[config.mk]
export PLATFORM = sky130hd
export DESIGN_NAME = spi_csr_top
export DESIGN_NICKNAME = d
export VERILOG_FILES = /design/src/hw/spi_csr_pkg.sv /design/src/hw/spi_byte_trx.sv /design/src/hw/spi_cmd_engine.sv /design/src/hw/csr_regfile.sv /design/src/hw/spi_csr_top.sv
export SDC_FILE = /design/constraint.sdc
export NUM_CORES = 1
export LEC_CHECK = 0
export BUFFER_PORTS_ARGS = -buffer_cell sky130_fd_sc_hd__buf_4
export CAP_MARGIN = 10
export CELL_PAD_IN_SITES_DETAIL_PLACEMENT = 1
export CELL_PAD_IN_SITES_GLOBAL_PLACEMENT = 2
export CORE_MARGIN = 10
export CORE_UTILIZATION = 29
export CTS_BUF_LIST = sky130_fd_sc_hd__clkbuf_8
export DETAILED_ROUTE_END_ITERATION = 8
export PLACE_DENSITY = 0.81
export SLEW_MARGIN = 25
export SYNTH_ARGS = -nofsm -noshare
export SYNTH_HDL_FRONTEND = slang
export SYNTH_SLANG_ARGS = --single-unit
export TNS_END_PERCENT = 30
[constraint.sdc]
create_clock -name clk -period 2.5 [get_ports clk]
set_input_delay 0.125 -clock clk [delete_from_list [all_inputs] [get_ports clk]]
set_output_delay 0.125 -clock clk [all_outputs]
set_load 0.01 [all_outputs]
[src/hw/spi_csr_pkg.sv]
package spi_csr_pkg;

    typedef logic [7:0]   byte_t;       // One SPI byte
    typedef logic [11:0]  csr_addr_t;   // Command low nibble plus one address byte
    typedef logic [19:0]  prom_addr_t;  // Program memory word address
    typedef logic [31:0]  prom_word_t;
    typedef logic [127:0] dbg_t;        // Sixteen bytes with byte 0 in the low bits
    typedef logic [15:0]  rate_t;

    // Command byte fields
    localparam int CMD_WE_BIT  = 7;
    localparam int CMD_TGT_MSB = 5;
    localparam int CMD_TGT_LSB = 4;

    localparam logic [1:0] TGT_CSR  = 2'd0;
    localparam logic [1:0] TGT_PROM = 2'd1;

    // Reply bytes, sent back during the following byte
    localparam byte_t RESP_CMD            = 8'hcc;
    localparam byte_t RESP_CSR_ADDR       = 8'had;
    localparam byte_t RESP_PROM_MID       = 8'ha0;
    localparam byte_t RESP_PROM_LOW       = 8'ha1;
    localparam byte_t RESP_PROM_DATA_BASE = 8'hd0;  // Plus byte position in the word

    // CSR byte address map
    localparam csr_addr_t CSR_VOL_BASE    = 12'h000;
    localparam csr_addr_t CSR_CTRL        = 12'h100;
    localparam csr_addr_t CSR_DBGIN_BASE  = 12'h200;
    localparam csr_addr_t CSR_DBGOUT_BASE = 12'h210;
    localparam csr_addr_t CSR_RATE_BASE   = 12'h300;

    localparam int DBG_BYTES  = 16;
    localparam int RATE_BYTES = 2;

endpackage

[src/hw/spi_byte_trx.sv]
`timescale 1ns/1ps

module spi_byte_trx (
    input  logic               clk,
    input  logic               rst_n_i,
    input  logic               sck_i,
    input  logic               ss_n_i,
    input  logic               mosi_i,
    input  spi_csr_pkg::byte_t tx_byte_i,
    input  logic               tx_load_i,
    output logic               miso_o,
    output spi_csr_pkg::byte_t rx_byte_o,
    output logic               rx_valid_o,
    output logic               sel_idle_o
);

    import spi_csr_pkg::*;

    logic [1:0] sck_sync_q;
    logic [1:0] ss_sync_q;
    logic [1:0] mosi_sync_q;
    logic       sck_prev_q;
    logic       sck_rise;
    logic       sck_fall;
    logic [2:0] bit_cnt_q;
    byte_t      rx_shift_q;
    byte_t      tx_shift_q;
    byte_t      tx_pend_q;
    byte_t      tx_next;
    logic       rx_valid_q;

    // All three lines see the same two-flop delay, so MOSI stays aligned with SCK
    always_ff @(posedge clk) begin
        if (!rst_n_i) begin
            sck_sync_q  <= 2'b00;
            ss_sync_q   <= 2'b11;   // Deselected until the pins say otherwise
            mosi_sync_q <= 2'b00;
            sck_prev_q  <= 1'b0;
        end else begin
            sck_sync_q  <= {sck_sync_q[0], sck_i};
            ss_sync_q   <= {ss_sync_q[0], ss_n_i};
            mosi_sync_q <= {mosi_sync_q[0], mosi_i};
            sck_prev_q  <= sck_sync_q[1];
        end
    end

    assign sck_rise = sck_sync_q[1] & ~sck_prev_q;
    assign sck_fall = ~sck_sync_q[1] & sck_prev_q;

    // A load in the same cycle as the byte boundary still makes it out
    assign tx_next = tx_load_i ? tx_byte_i : tx_pend_q;

    always_ff @(posedge clk) begin
        if (!rst_n_i || ss_sync_q[1]) begin
            bit_cnt_q  <= 3'd0;
            rx_shift_q <= '0;
            tx_shift_q <= '0;
            tx_pend_q  <= '0;
            rx_valid_q <= 1'b0;
        end else begin
            rx_valid_q <= 1'b0;
            if (tx_load_i) begin
                tx_pend_q <= tx_byte_i;
            end
            if (sck_rise) begin
                rx_shift_q <= {rx_shift_q[6:0], mosi_sync_q[1]};
                bit_cnt_q  <= bit_cnt_q + 3'd1;
                if (bit_cnt_q == 3'd7) begin
                    rx_valid_q <= 1'b1;
                end
            end
            if (sck_fall) begin
                if (bit_cnt_q == 3'd0) begin
                    tx_shift_q <= tx_next;  // Falling edge after bit 8 starts the next byte
                end else begin
                    tx_shift_q <= {tx_shift_q[6:0], 1'b0};
                end
            end
        end
    end

    assign miso_o     = tx_shift_q[7];
    assign rx_byte_o  = rx_shift_q;     // Holds the full byte until the next rising edge
    assign rx_valid_o = rx_valid_q;
    assign sel_idle_o = ss_sync_q[1];

endmodule

[src/hw/spi_cmd_engine.sv]
`timescale 1ns/1ps

module spi_cmd_engine (
    input  logic                    clk,
    input  logic                    rst_n_i,
    input  spi_csr_pkg::byte_t      rx_byte_i,
    input  logic                    rx_valid_i,
    input  logic                    sel_idle_i,
    input  spi_csr_pkg::byte_t      csr_rdata_i,
    output spi_csr_pkg::byte_t      tx_byte_o,
    output logic                    tx_load_o,
    output spi_csr_pkg::csr_addr_t  csr_addr_o,
    output spi_csr_pkg::byte_t      csr_wdata_o,
    output logic                    csr_we_o,
    output spi_csr_pkg::prom_addr_t prom_addr_o,
    output spi_csr_pkg::prom_word_t prom_data_o,
    output logic                    prom_we_o
);

    import spi_csr_pkg::*;

    typedef enum logic [2:0] {
        IDLE_CMD,
        CSR_ADDR,
        CSR_DATA,
        CSR_RESPOND,
        PROM_ADDR_MID,
        PROM_ADDR_LOW,
        PROM_DATA,
        PROM_WRITE
    } state_t;

    state_t     state_q;
    logic       we_q;
    csr_addr_t  csr_addr_q;
    prom_addr_t prom_addr_q;
    prom_word_t word_q;
    logic [1:0] offset_q;       // Next byte lane of word_q to fill
    byte_t      tx_byte_q;
    logic       tx_load_q;
    logic [1:0] cmd_tgt;

    assign cmd_tgt = rx_byte_i[CMD_TGT_MSB:CMD_TGT_LSB];

    // Deselect behaves as a reset, so every frame starts from a command byte
    always_ff @(posedge clk) begin
        if (!rst_n_i || sel_idle_i) begin
            state_q     <= IDLE_CMD;
            we_q        <= 1'b0;
            csr_addr_q  <= '0;
            prom_addr_q <= '0;
            word_q      <= '0;
            offset_q    <= 2'd0;
            tx_byte_q   <= '0;
            tx_load_q   <= 1'b0;
        end else begin
            tx_load_q <= 1'b0;
            case (state_q)
                IDLE_CMD: begin
                    if (rx_valid_i) begin
                        we_q               <= rx_byte_i[CMD_WE_BIT];
                        csr_addr_q[11:8]   <= rx_byte_i[3:0];
                        prom_addr_q[19:16] <= rx_byte_i[3:0];
                        tx_byte_q          <= RESP_CMD;
                        tx_load_q          <= 1'b1;
                        if (cmd_tgt == TGT_CSR) begin
                            state_q <= CSR_ADDR;
                        end else if (cmd_tgt == TGT_PROM) begin
                            state_q <= PROM_ADDR_MID;
                        end
                    end
                end
                CSR_ADDR: begin
                    if (rx_valid_i) begin
                        csr_addr_q[7:0] <= rx_byte_i;
                        tx_byte_q       <= RESP_CSR_ADDR;
                        tx_load_q       <= 1'b1;
                        state_q         <= CSR_DATA;
                    end
                end
                CSR_DATA: begin
                    if (rx_valid_i) begin
                        state_q <= CSR_RESPOND;   // Write lands on this edge
                    end
                end
                CSR_RESPOND: begin
                    tx_byte_q  <= csr_rdata_i;   // Read sees the byte just written
                    tx_load_q  <= 1'b1;
                    csr_addr_q <= csr_addr_q + 12'd1;
                    state_q    <= CSR_DATA;
                end
                PROM_ADDR_MID: begin
                    if (rx_valid_i) begin
                        prom_addr_q[15:8] <= rx_byte_i;
                        tx_byte_q         <= RESP_PROM_MID;
                        tx_load_q         <= 1'b1;
                        state_q           <= PROM_ADDR_LOW;
                    end
                end
                PROM_ADDR_LOW: begin
                    if (rx_valid_i) begin
                        prom_addr_q[7:0] <= rx_byte_i;
                        tx_byte_q        <= RESP_PROM_LOW;
                        tx_load_q        <= 1'b1;
                        state_q          <= PROM_DATA;
                    end
                end
                PROM_DATA: begin
                    if (rx_valid_i) begin
                        word_q[{offset_q, 3'b000} +: 8] <= rx_byte_i;
                        tx_byte_q <= RESP_PROM_DATA_BASE + {6'd0, offset_q};
                        tx_load_q <= 1'b1;
                        offset_q  <= offset_q + 2'd1;
                        if (offset_q == 2'd3 && we_q) begin
                            state_q <= PROM_WRITE;
                        end
                    end
                end
                PROM_WRITE: begin
                    prom_addr_q <= prom_addr_q + 20'd1;
                    state_q     <= PROM_DATA;
                end
                default: begin
                    state_q <= IDLE_CMD;
                end
            endcase
        end
    end

    assign tx_byte_o   = tx_byte_q;
    assign tx_load_o   = tx_load_q;
    assign csr_addr_o  = csr_addr_q;
    assign csr_wdata_o = rx_byte_i;
    assign csr_we_o    = (state_q == CSR_DATA) && rx_valid_i && we_q;
    assign prom_addr_o = prom_addr_q;
    assign prom_data_o = word_q;
    assign prom_we_o   = (state_q == PROM_WRITE);  // Exactly one cycle per full word

endmodule

[src/hw/csr_regfile.sv]
`timescale 1ns/1ps

module csr_regfile #(
    parameter int NUM_CH = 8
) (
    input  logic                   clk,
    input  logic                   rst_n_i,
    input  spi_csr_pkg::csr_addr_t addr_i,
    input  spi_csr_pkg::byte_t     wdata_i,
    input  logic                   we_i,
    input  spi_csr_pkg::dbg_t      nkmd_dbgout_i,
    input  spi_csr_pkg::rate_t     rate_i,
    output spi_csr_pkg::byte_t     rdata_o,
    output logic [NUM_CH*32-1:0]   vol_o,
    output logic                   nkmd_rst_o,
    output spi_csr_pkg::dbg_t      nkmd_dbgin_o
);

    import spi_csr_pkg::*;

    localparam int VOL_BYTES = NUM_CH * 4;
    localparam int VOL_IW    = $clog2(VOL_BYTES);
    localparam int DBG_IW    = $clog2(DBG_BYTES);

    byte_t     vol_q [VOL_BYTES];
    byte_t     dbgin_q [DBG_BYTES];
    logic      ctrl_rst_q;
    csr_addr_t vol_off;
    csr_addr_t dbgin_off;
    csr_addr_t dbgout_off;
    csr_addr_t rate_off;
    logic      in_vol;
    logic      in_ctrl;
    logic      in_dbgin;
    logic      in_dbgout;
    logic      in_rate;

    // Offsets wrap below each base, so one unsigned compare checks the range
    assign vol_off    = addr_i - CSR_VOL_BASE;
    assign dbgin_off  = addr_i - CSR_DBGIN_BASE;
    assign dbgout_off = addr_i - CSR_DBGOUT_BASE;
    assign rate_off   = addr_i - CSR_RATE_BASE;

    assign in_vol    = vol_off < csr_addr_t'(VOL_BYTES);
    assign in_ctrl   = addr_i == CSR_CTRL;
    assign in_dbgin  = dbgin_off < csr_addr_t'(DBG_BYTES);
    assign in_dbgout = dbgout_off < csr_addr_t'(DBG_BYTES);
    assign in_rate   = rate_off < csr_addr_t'(RATE_BYTES);

    always_ff @(posedge clk) begin
        if (!rst_n_i) begin
            for (int i = 0; i < VOL_BYTES; i++) begin
                vol_q[i] <= '0;
            end
            for (int i = 0; i < DBG_BYTES; i++) begin
                dbgin_q[i] <= '0;
            end
            ctrl_rst_q <= 1'b1;     // Coprocessor held in reset until released over SPI
        end else if (we_i) begin
            if (in_vol) begin
                vol_q[vol_off[VOL_IW-1:0]] <= wdata_i;
            end
            if (in_dbgin) begin
                dbgin_q[dbgin_off[DBG_IW-1:0]] <= wdata_i;
            end
            if (in_ctrl) begin
                ctrl_rst_q <= wdata_i[0];
            end
        end
    end

    always_comb begin
        rdata_o = '0;
        if (in_vol) begin
            rdata_o = vol_q[vol_off[VOL_IW-1:0]];
        end else if (in_ctrl) begin
            rdata_o = {7'd0, ctrl_rst_q};
        end else if (in_dbgin) begin
            rdata_o = dbgin_q[dbgin_off[DBG_IW-1:0]];
        end else if (in_dbgout) begin
            rdata_o = nkmd_dbgout_i[{dbgout_off[DBG_IW-1:0], 3'b000} +: 8];
        end else if (in_rate) begin
            rdata_o = rate_i[{rate_off[0], 3'b000} +: 8];   // Low byte first
        end
    end

    // Byte 4c+i lands in bits 8i of word c
    for (genvar i = 0; i < VOL_BYTES; i++) begin : g_vol
        assign vol_o[8*i +: 8] = vol_q[i];
    end

    for (genvar i = 0; i < DBG_BYTES; i++) begin : g_dbgin
        assign nkmd_dbgin_o[8*i +: 8] = dbgin_q[i];
    end

    assign nkmd_rst_o = ctrl_rst_q;

endmodule

[src/hw/spi_csr_top.sv]
`timescale 1ns/1ps

module spi_csr_top #(
    parameter int NUM_CH = 8
) (
    input  logic                    clk,
    input  logic                    rst_n_i,
    input  logic                    sck_i,
    input  logic                    ss_n_i,
    input  logic                    mosi_i,
    input  spi_csr_pkg::dbg_t       nkmd_dbgout_i,
    input  spi_csr_pkg::rate_t      rate_i,
    output logic                    miso_o,
    output logic [NUM_CH*32-1:0]    vol_o,
    output logic                    nkmd_rst_o,
    output spi_csr_pkg::dbg_t       nkmd_dbgin_o,
    output spi_csr_pkg::prom_addr_t prom_addr_o,
    output spi_csr_pkg::prom_word_t prom_data_o,
    output logic                    prom_we_o
);

    import spi_csr_pkg::*;

    byte_t     rx_byte;
    logic      rx_valid;
    logic      sel_idle;
    byte_t     tx_byte;
    logic      tx_load;
    csr_addr_t csr_addr;
    byte_t     csr_wdata;
    logic      csr_we;
    byte_t     csr_rdata;

    spi_byte_trx u_trx (
        .clk        (clk),
        .rst_n_i    (rst_n_i),
        .sck_i      (sck_i),
        .ss_n_i     (ss_n_i),
        .mosi_i     (mosi_i),
        .tx_byte_i  (tx_byte),
        .tx_load_i  (tx_load),
        .miso_o     (miso_o),
        .rx_byte_o  (rx_byte),
        .rx_valid_o (rx_valid),
        .sel_idle_o (sel_idle)
    );

    spi_cmd_engine u_engine (
        .clk         (clk),
        .rst_n_i     (rst_n_i),
        .rx_byte_i   (rx_byte),
        .rx_valid_i  (rx_valid),
        .sel_idle_i  (sel_idle),
        .csr_rdata_i (csr_rdata),
        .tx_byte_o   (tx_byte),
        .tx_load_o   (tx_load),
        .csr_addr_o  (csr_addr),
        .csr_wdata_o (csr_wdata),
        .csr_we_o    (csr_we),
        .prom_addr_o (prom_addr_o),
        .prom_data_o (prom_data_o),
        .prom_we_o   (prom_we_o)
    );

    csr_regfile #(
        .NUM_CH (NUM_CH)
    ) u_regfile (
        .clk           (clk),
        .rst_n_i       (rst_n_i),
        .addr_i        (csr_addr),
        .wdata_i       (csr_wdata),
        .we_i          (csr_we),
        .nkmd_dbgout_i (nkmd_dbgout_i),
        .rate_i        (rate_i),
        .rdata_o       (csr_rdata),
        .vol_o         (vol_o),
        .nkmd_rst_o    (nkmd_rst_o),
        .nkmd_dbgin_o  (nkmd_dbgin_o)
    );

endmodule

==> results.py <==
metrics = {
    "clock_network": {
        "clock-sinks": 504,
        "clockBufferDepth": 3,
        "cts_tree": "yes",
        "htreeDepth": 3,
        "cts-buffers-inserted": 91,
        "worst_setup_hold_path_clk_slew_ns": 0.06,
        "clock_root_buffer_master": "sky130_fd_sc_hd__clkbuf_8",
        "insertion_delay_ns": 0.70,
    },
    "floorplan": {
        "die_w_um": 311.1,
        "initial_utilization_pct": 29.31,
        "core_um2": 83820,
        "dieArea_um2": 96760,
        "floorplan.io_pins": 588,
        "die_height_um": 311.1,
        "row_count": 106,
    },
    "power": {
        "cellLeakagePower_nw": 12.85,
        "power-per-cell-area_nw_per_um2": 563.1,
        "vdd.ir_drop.worst_mv": 0.3253,
        "fin_total_pwr_w": 0.01894,
    },
    "synthesis": {
        "postSynthRegisterBits": 504,
        "most_common_flop_cell_mapped_by_yosys": "sky130_fd_sc_hd__edfxtp_1",
        "mappedNetlistNets": 2194,
        "synth.largest_area_cell": "sky130_fd_sc_hd__edfxtp_1",
        "synth.lib_cells_used.distinct": 67,
        "synth.top_cells.by_area": "sky130_fd_sc_hd__edfxtp_1, sky130_fd_sc_hd__and2_1, sky130_fd_sc_hd__mux4_2, sky130_fd_sc_hd__dfxtp_1, sky130_fd_sc_hd__mux2i_1",
        "synth_enable_flop_cells": 384,
        "synth.yosys.warnings": 0,
        "synth_sequential_area_ratio_pct": 56.71,
        "post_synth_inst_count": 2029,
        "post_synth_instance_area_um2": 24570,
        "synth_top_cells_by_count": "sky130_fd_sc_hd__and2_1, sky130_fd_sc_hd__edfxtp_1, sky130_fd_sc_hd__nand2_1",
        "synth_top_area_share_pct": 46.93,
        "yosys.cell_count.top_type": "sky130_fd_sc_hd__and2_1",
        "ys_async_sr_fraction_pct": 0,
        "syn_avg_cell_area_um2": 12.11,
    },
    "placement": {
        "placement.cell_area_um2": 31680,
        "post-dp-hpwl_mm": 95.70,
        "post-place-cells": 3821,
        "pre_cts_ws_ns": -0.1349,
        "gp_routability_congestion": 0.9402,
        "io_buffers": 587,
    },
    "global_route": {
        "grt_max_degree": 59,
        "grt_pass1_vias": 22060,
        "grt_util_all_layers_pct": 24.21,
        "gr-total-overflow": 0,
        "grt_first_pass_wirelength_mm": 171.1,
        "initial_antenna_violation_count": 8,
    },
    "detailed_routing": {
        "postRouteAntennaNets": 0,
        "vias_per_cell": 5.350,
        "routed-via-count": 21390,
        "drt_first_iter_violations": 2295,
        "avgRoutedWirePerCell_um": 30.73,
        "tritonroute_pass_1_iters": 5,
        "detail_route.wirelength_mm": 122.9,
        "count_of_unresolved_drc_violations_after_routing": 0,
    },
    "worst_setup_path": {
        "crit_path_end_kind": "register",
        "required_time_at_the_endpoint_of_the_critical_path_ns": 3.05,
        "r2r_end": "u_engine.tx_byte_o[0]",
        "critical_path_buf_inv_count": 2,
        "path_cells": "buf_12 > mux4_2 > nor2b_1 > a211oi_1 > a21oi_1 > a211oi_1 > buf_4 > a211oi_1",
        "worstPathArrival_ns": 3.05,
        "critical_path.startpoint_type": "register",
        "worstPathMaxFanout": 13,
        "max_stage_delay_ns": 0.58,
        "cpMostUsedCell": "sky130_fd_sc_hd__a211oi_1",
        "critical-path-top-delay-family": "compound AO/OA/AOI/OAI gates",
        "cpMaxStageDelayCell": "sky130_fd_sc_hd__mux4_2",
        "r2r.worst_path.cells": 8,
        "ff2ff_setup_slack_ns": 0.004,
        "worstSetupPathType": "register to register",
    },
    "sta": {
        "fmax_ghz": 0.4006,
        "clock-skew-final_ns": 0.04688,
        "timing.final.crit_period_ns": 2.496,
        "post-route-period-util_pct": 99.86,
        "actual_transition_at_the_worst_max_transition_pin_ns": 0.9474,
        "final-hold-violation-count": 0,
        "timing.slew.headroom_pct": 36.71,
        "setup_viol": 0,
        "final_max_slew_viol_count": 0,
        "final.setup.worst_slack_ns": 0.003592,
        "final_layout_worst_hold_slack_ns": 0.09473,
        "rsz0062_at_grt": "true",
    },
    "layout": {
        "layout.cells.non_filler": 3998,
        "layout-drive-gt1-share_pct": 38.43,
        "area.growth.synth_to_final_pct": 36.88,
        "num-nets-final": 2954,
        "final_cell_area_um2": 33630,
        "register_area_um2": 13960,
        "fillerInstances": 9263,
        "total_area_of_multi_input_combinational_cells_um2": 9971,
    },
    "min_path": {
        "hold-path-endpoint": "u_engine.tx_byte_o[3]",
        "whs_path_depth": 5,
        "min-delay-path-class": "input pin to register",
        "min_from": "rate_i[3]",
    },
    "flow_run": {
        "cap_violations": 0,
    },
    "outcome": {
        "status": "finished, final reports clean",
    },
}
kinds of logic after synthesis:
group | synth area share [%]
simple gates | 18.74
compound gates | 7.278
flops | 56.71
buf+inv | 3.015
fa+ha+maj | 0.8148
mux | 13.30
xor+xnor | 0.1426
tightest hold or removal path, stage by stage:
cell	delay, ns
sky130_fd_sc_hd__buf_4	0.08
sky130_fd_sc_hd__mux2i_1	0.09
sky130_fd_sc_hd__o21ai_0	0.17
sky130_fd_sc_hd__nor2_1	0.05
sky130_fd_sc_hd__o31ai_1	0.22
power by group:
group | total, W | leakage [nW] | switching [W] | internal [W]
sequential | 0.00960 | 4.78 | 0.000333 | 0.00926
clock | 0.00796 | 0.986 | 0.00375 | 0.00421
combinational | 0.00138 | 7.09 | 0.000700 | 0.000678
total | 0.0189 | 12.9 | 0.00479 | 0.0142
layer usage:
metal | up-vias | share of wire [%] | global-route usage (%)
met4 | 6 | 3.7 | 8.617
li1 | 8972 | - | -
met2 | 1143 | 48 | 39.77
met1 | 11060 | 39 | 30.31
met3 | 213 | 9.5 | 6.495
met5 | - | 0.032 | 0
sequential cells by signal (all words and copies together), names as in the netlist, 12 cells and up, named ones only:
register and flops:
u_engine.csr_addr_o 12, u_engine.prom_addr_o 20, u_engine.prom_data_o 32, u_regfile.dbgin_q 128
u_regfile.vol_q 256
layout by cell type (no fill, tap or decap), types with 68 or more instances in the layout:
| master | netlist | routed |
|---|---|---|
| sky130_fd_sc_hd__clkbuf_8 | 0 | 100 |
| sky130_fd_sc_hd__and2_1 | 397 | 397 |
| sky130_fd_sc_hd__o21ai_0 | 82 | 76 |
| sky130_fd_sc_hd__mux2i_1 | 80 | 80 |
| sky130_fd_sc_hd__nand3_1 | 72 | 68 |
| sky130_fd_sc_hd__buf_4 | 12 | 802 |
| sky130_fd_sc_hd__nor2_1 | 121 | 115 |
| sky130_fd_sc_hd__edfxtp_1 | 384 | 384 |
| sky130_fd_sc_hd__a21oi_1 | 87 | 87 |
| sky130_fd_sc_hd__dfxtp_1 | 120 | 104 |
| sky130_fd_sc_hd__mux4_2 | 107 | 107 |
| sky130_fd_sc_hd__nand2_1 | 142 | 142 |
what timing repair did:
action	in CTS	in global routing
setup buffers	6	0
hold buffers	3	0
resized for setup	5	21
endpoints found under the hold margin	3	0
setup endpoints to repair	51	397
final cells by class:
| class | instances | area share [%] |
|---|---|---|
| Antenna cell | 2 | 0.01488 |
| Inverter | 15 | 0.1674 |
| Multi-Input combinational cell | 1354 | 29.65 |
| Sequential cell | 504 | 41.52 |
| Clock inverter | 66 | 1.269 |
| Tap cell | 1134 | 4.219 |
| Clock buffer | 100 | 4.093 |
| Timing Repair Buffer | 823 | 19.06 |
through the flow:
stage | setup TNS (ns) | utilization [%]
after floorplan | -10.82 | -
after global placement | -0.2932 | 37.79
after detailed placement | -0.7576 | 37.79
after CTS | 0 | 40.05
after global routing | -1.434 | 40.12
final | 0 | 40.12
worst max-delay path by stage:
stage / startpoint / endpoint / slack [ns] / cells past startpoint
2_1_floorplan: u_engine.csr_addr_o[1] / u_regfile.vol_q[16][0] / -0.14 / 8
3_3_place_gp: register / u_engine.tx_byte_o[1] / -0.10 / 7
3_5_place_dp: register / u_engine.tx_byte_o[1] / -0.13 / 7
4_1_cts: u_engine.csr_addr_o[3] / u_engine.tx_byte_o[7] / 0.008 / 8
5_1_grt: u_engine.csr_addr_o[9] / u_regfile.dbgin_q[9][5] / -0.06 / 8
6_report: register / u_engine.tx_byte_o[0] / 0.004 / 8
(Power assumes the default switching activity.)
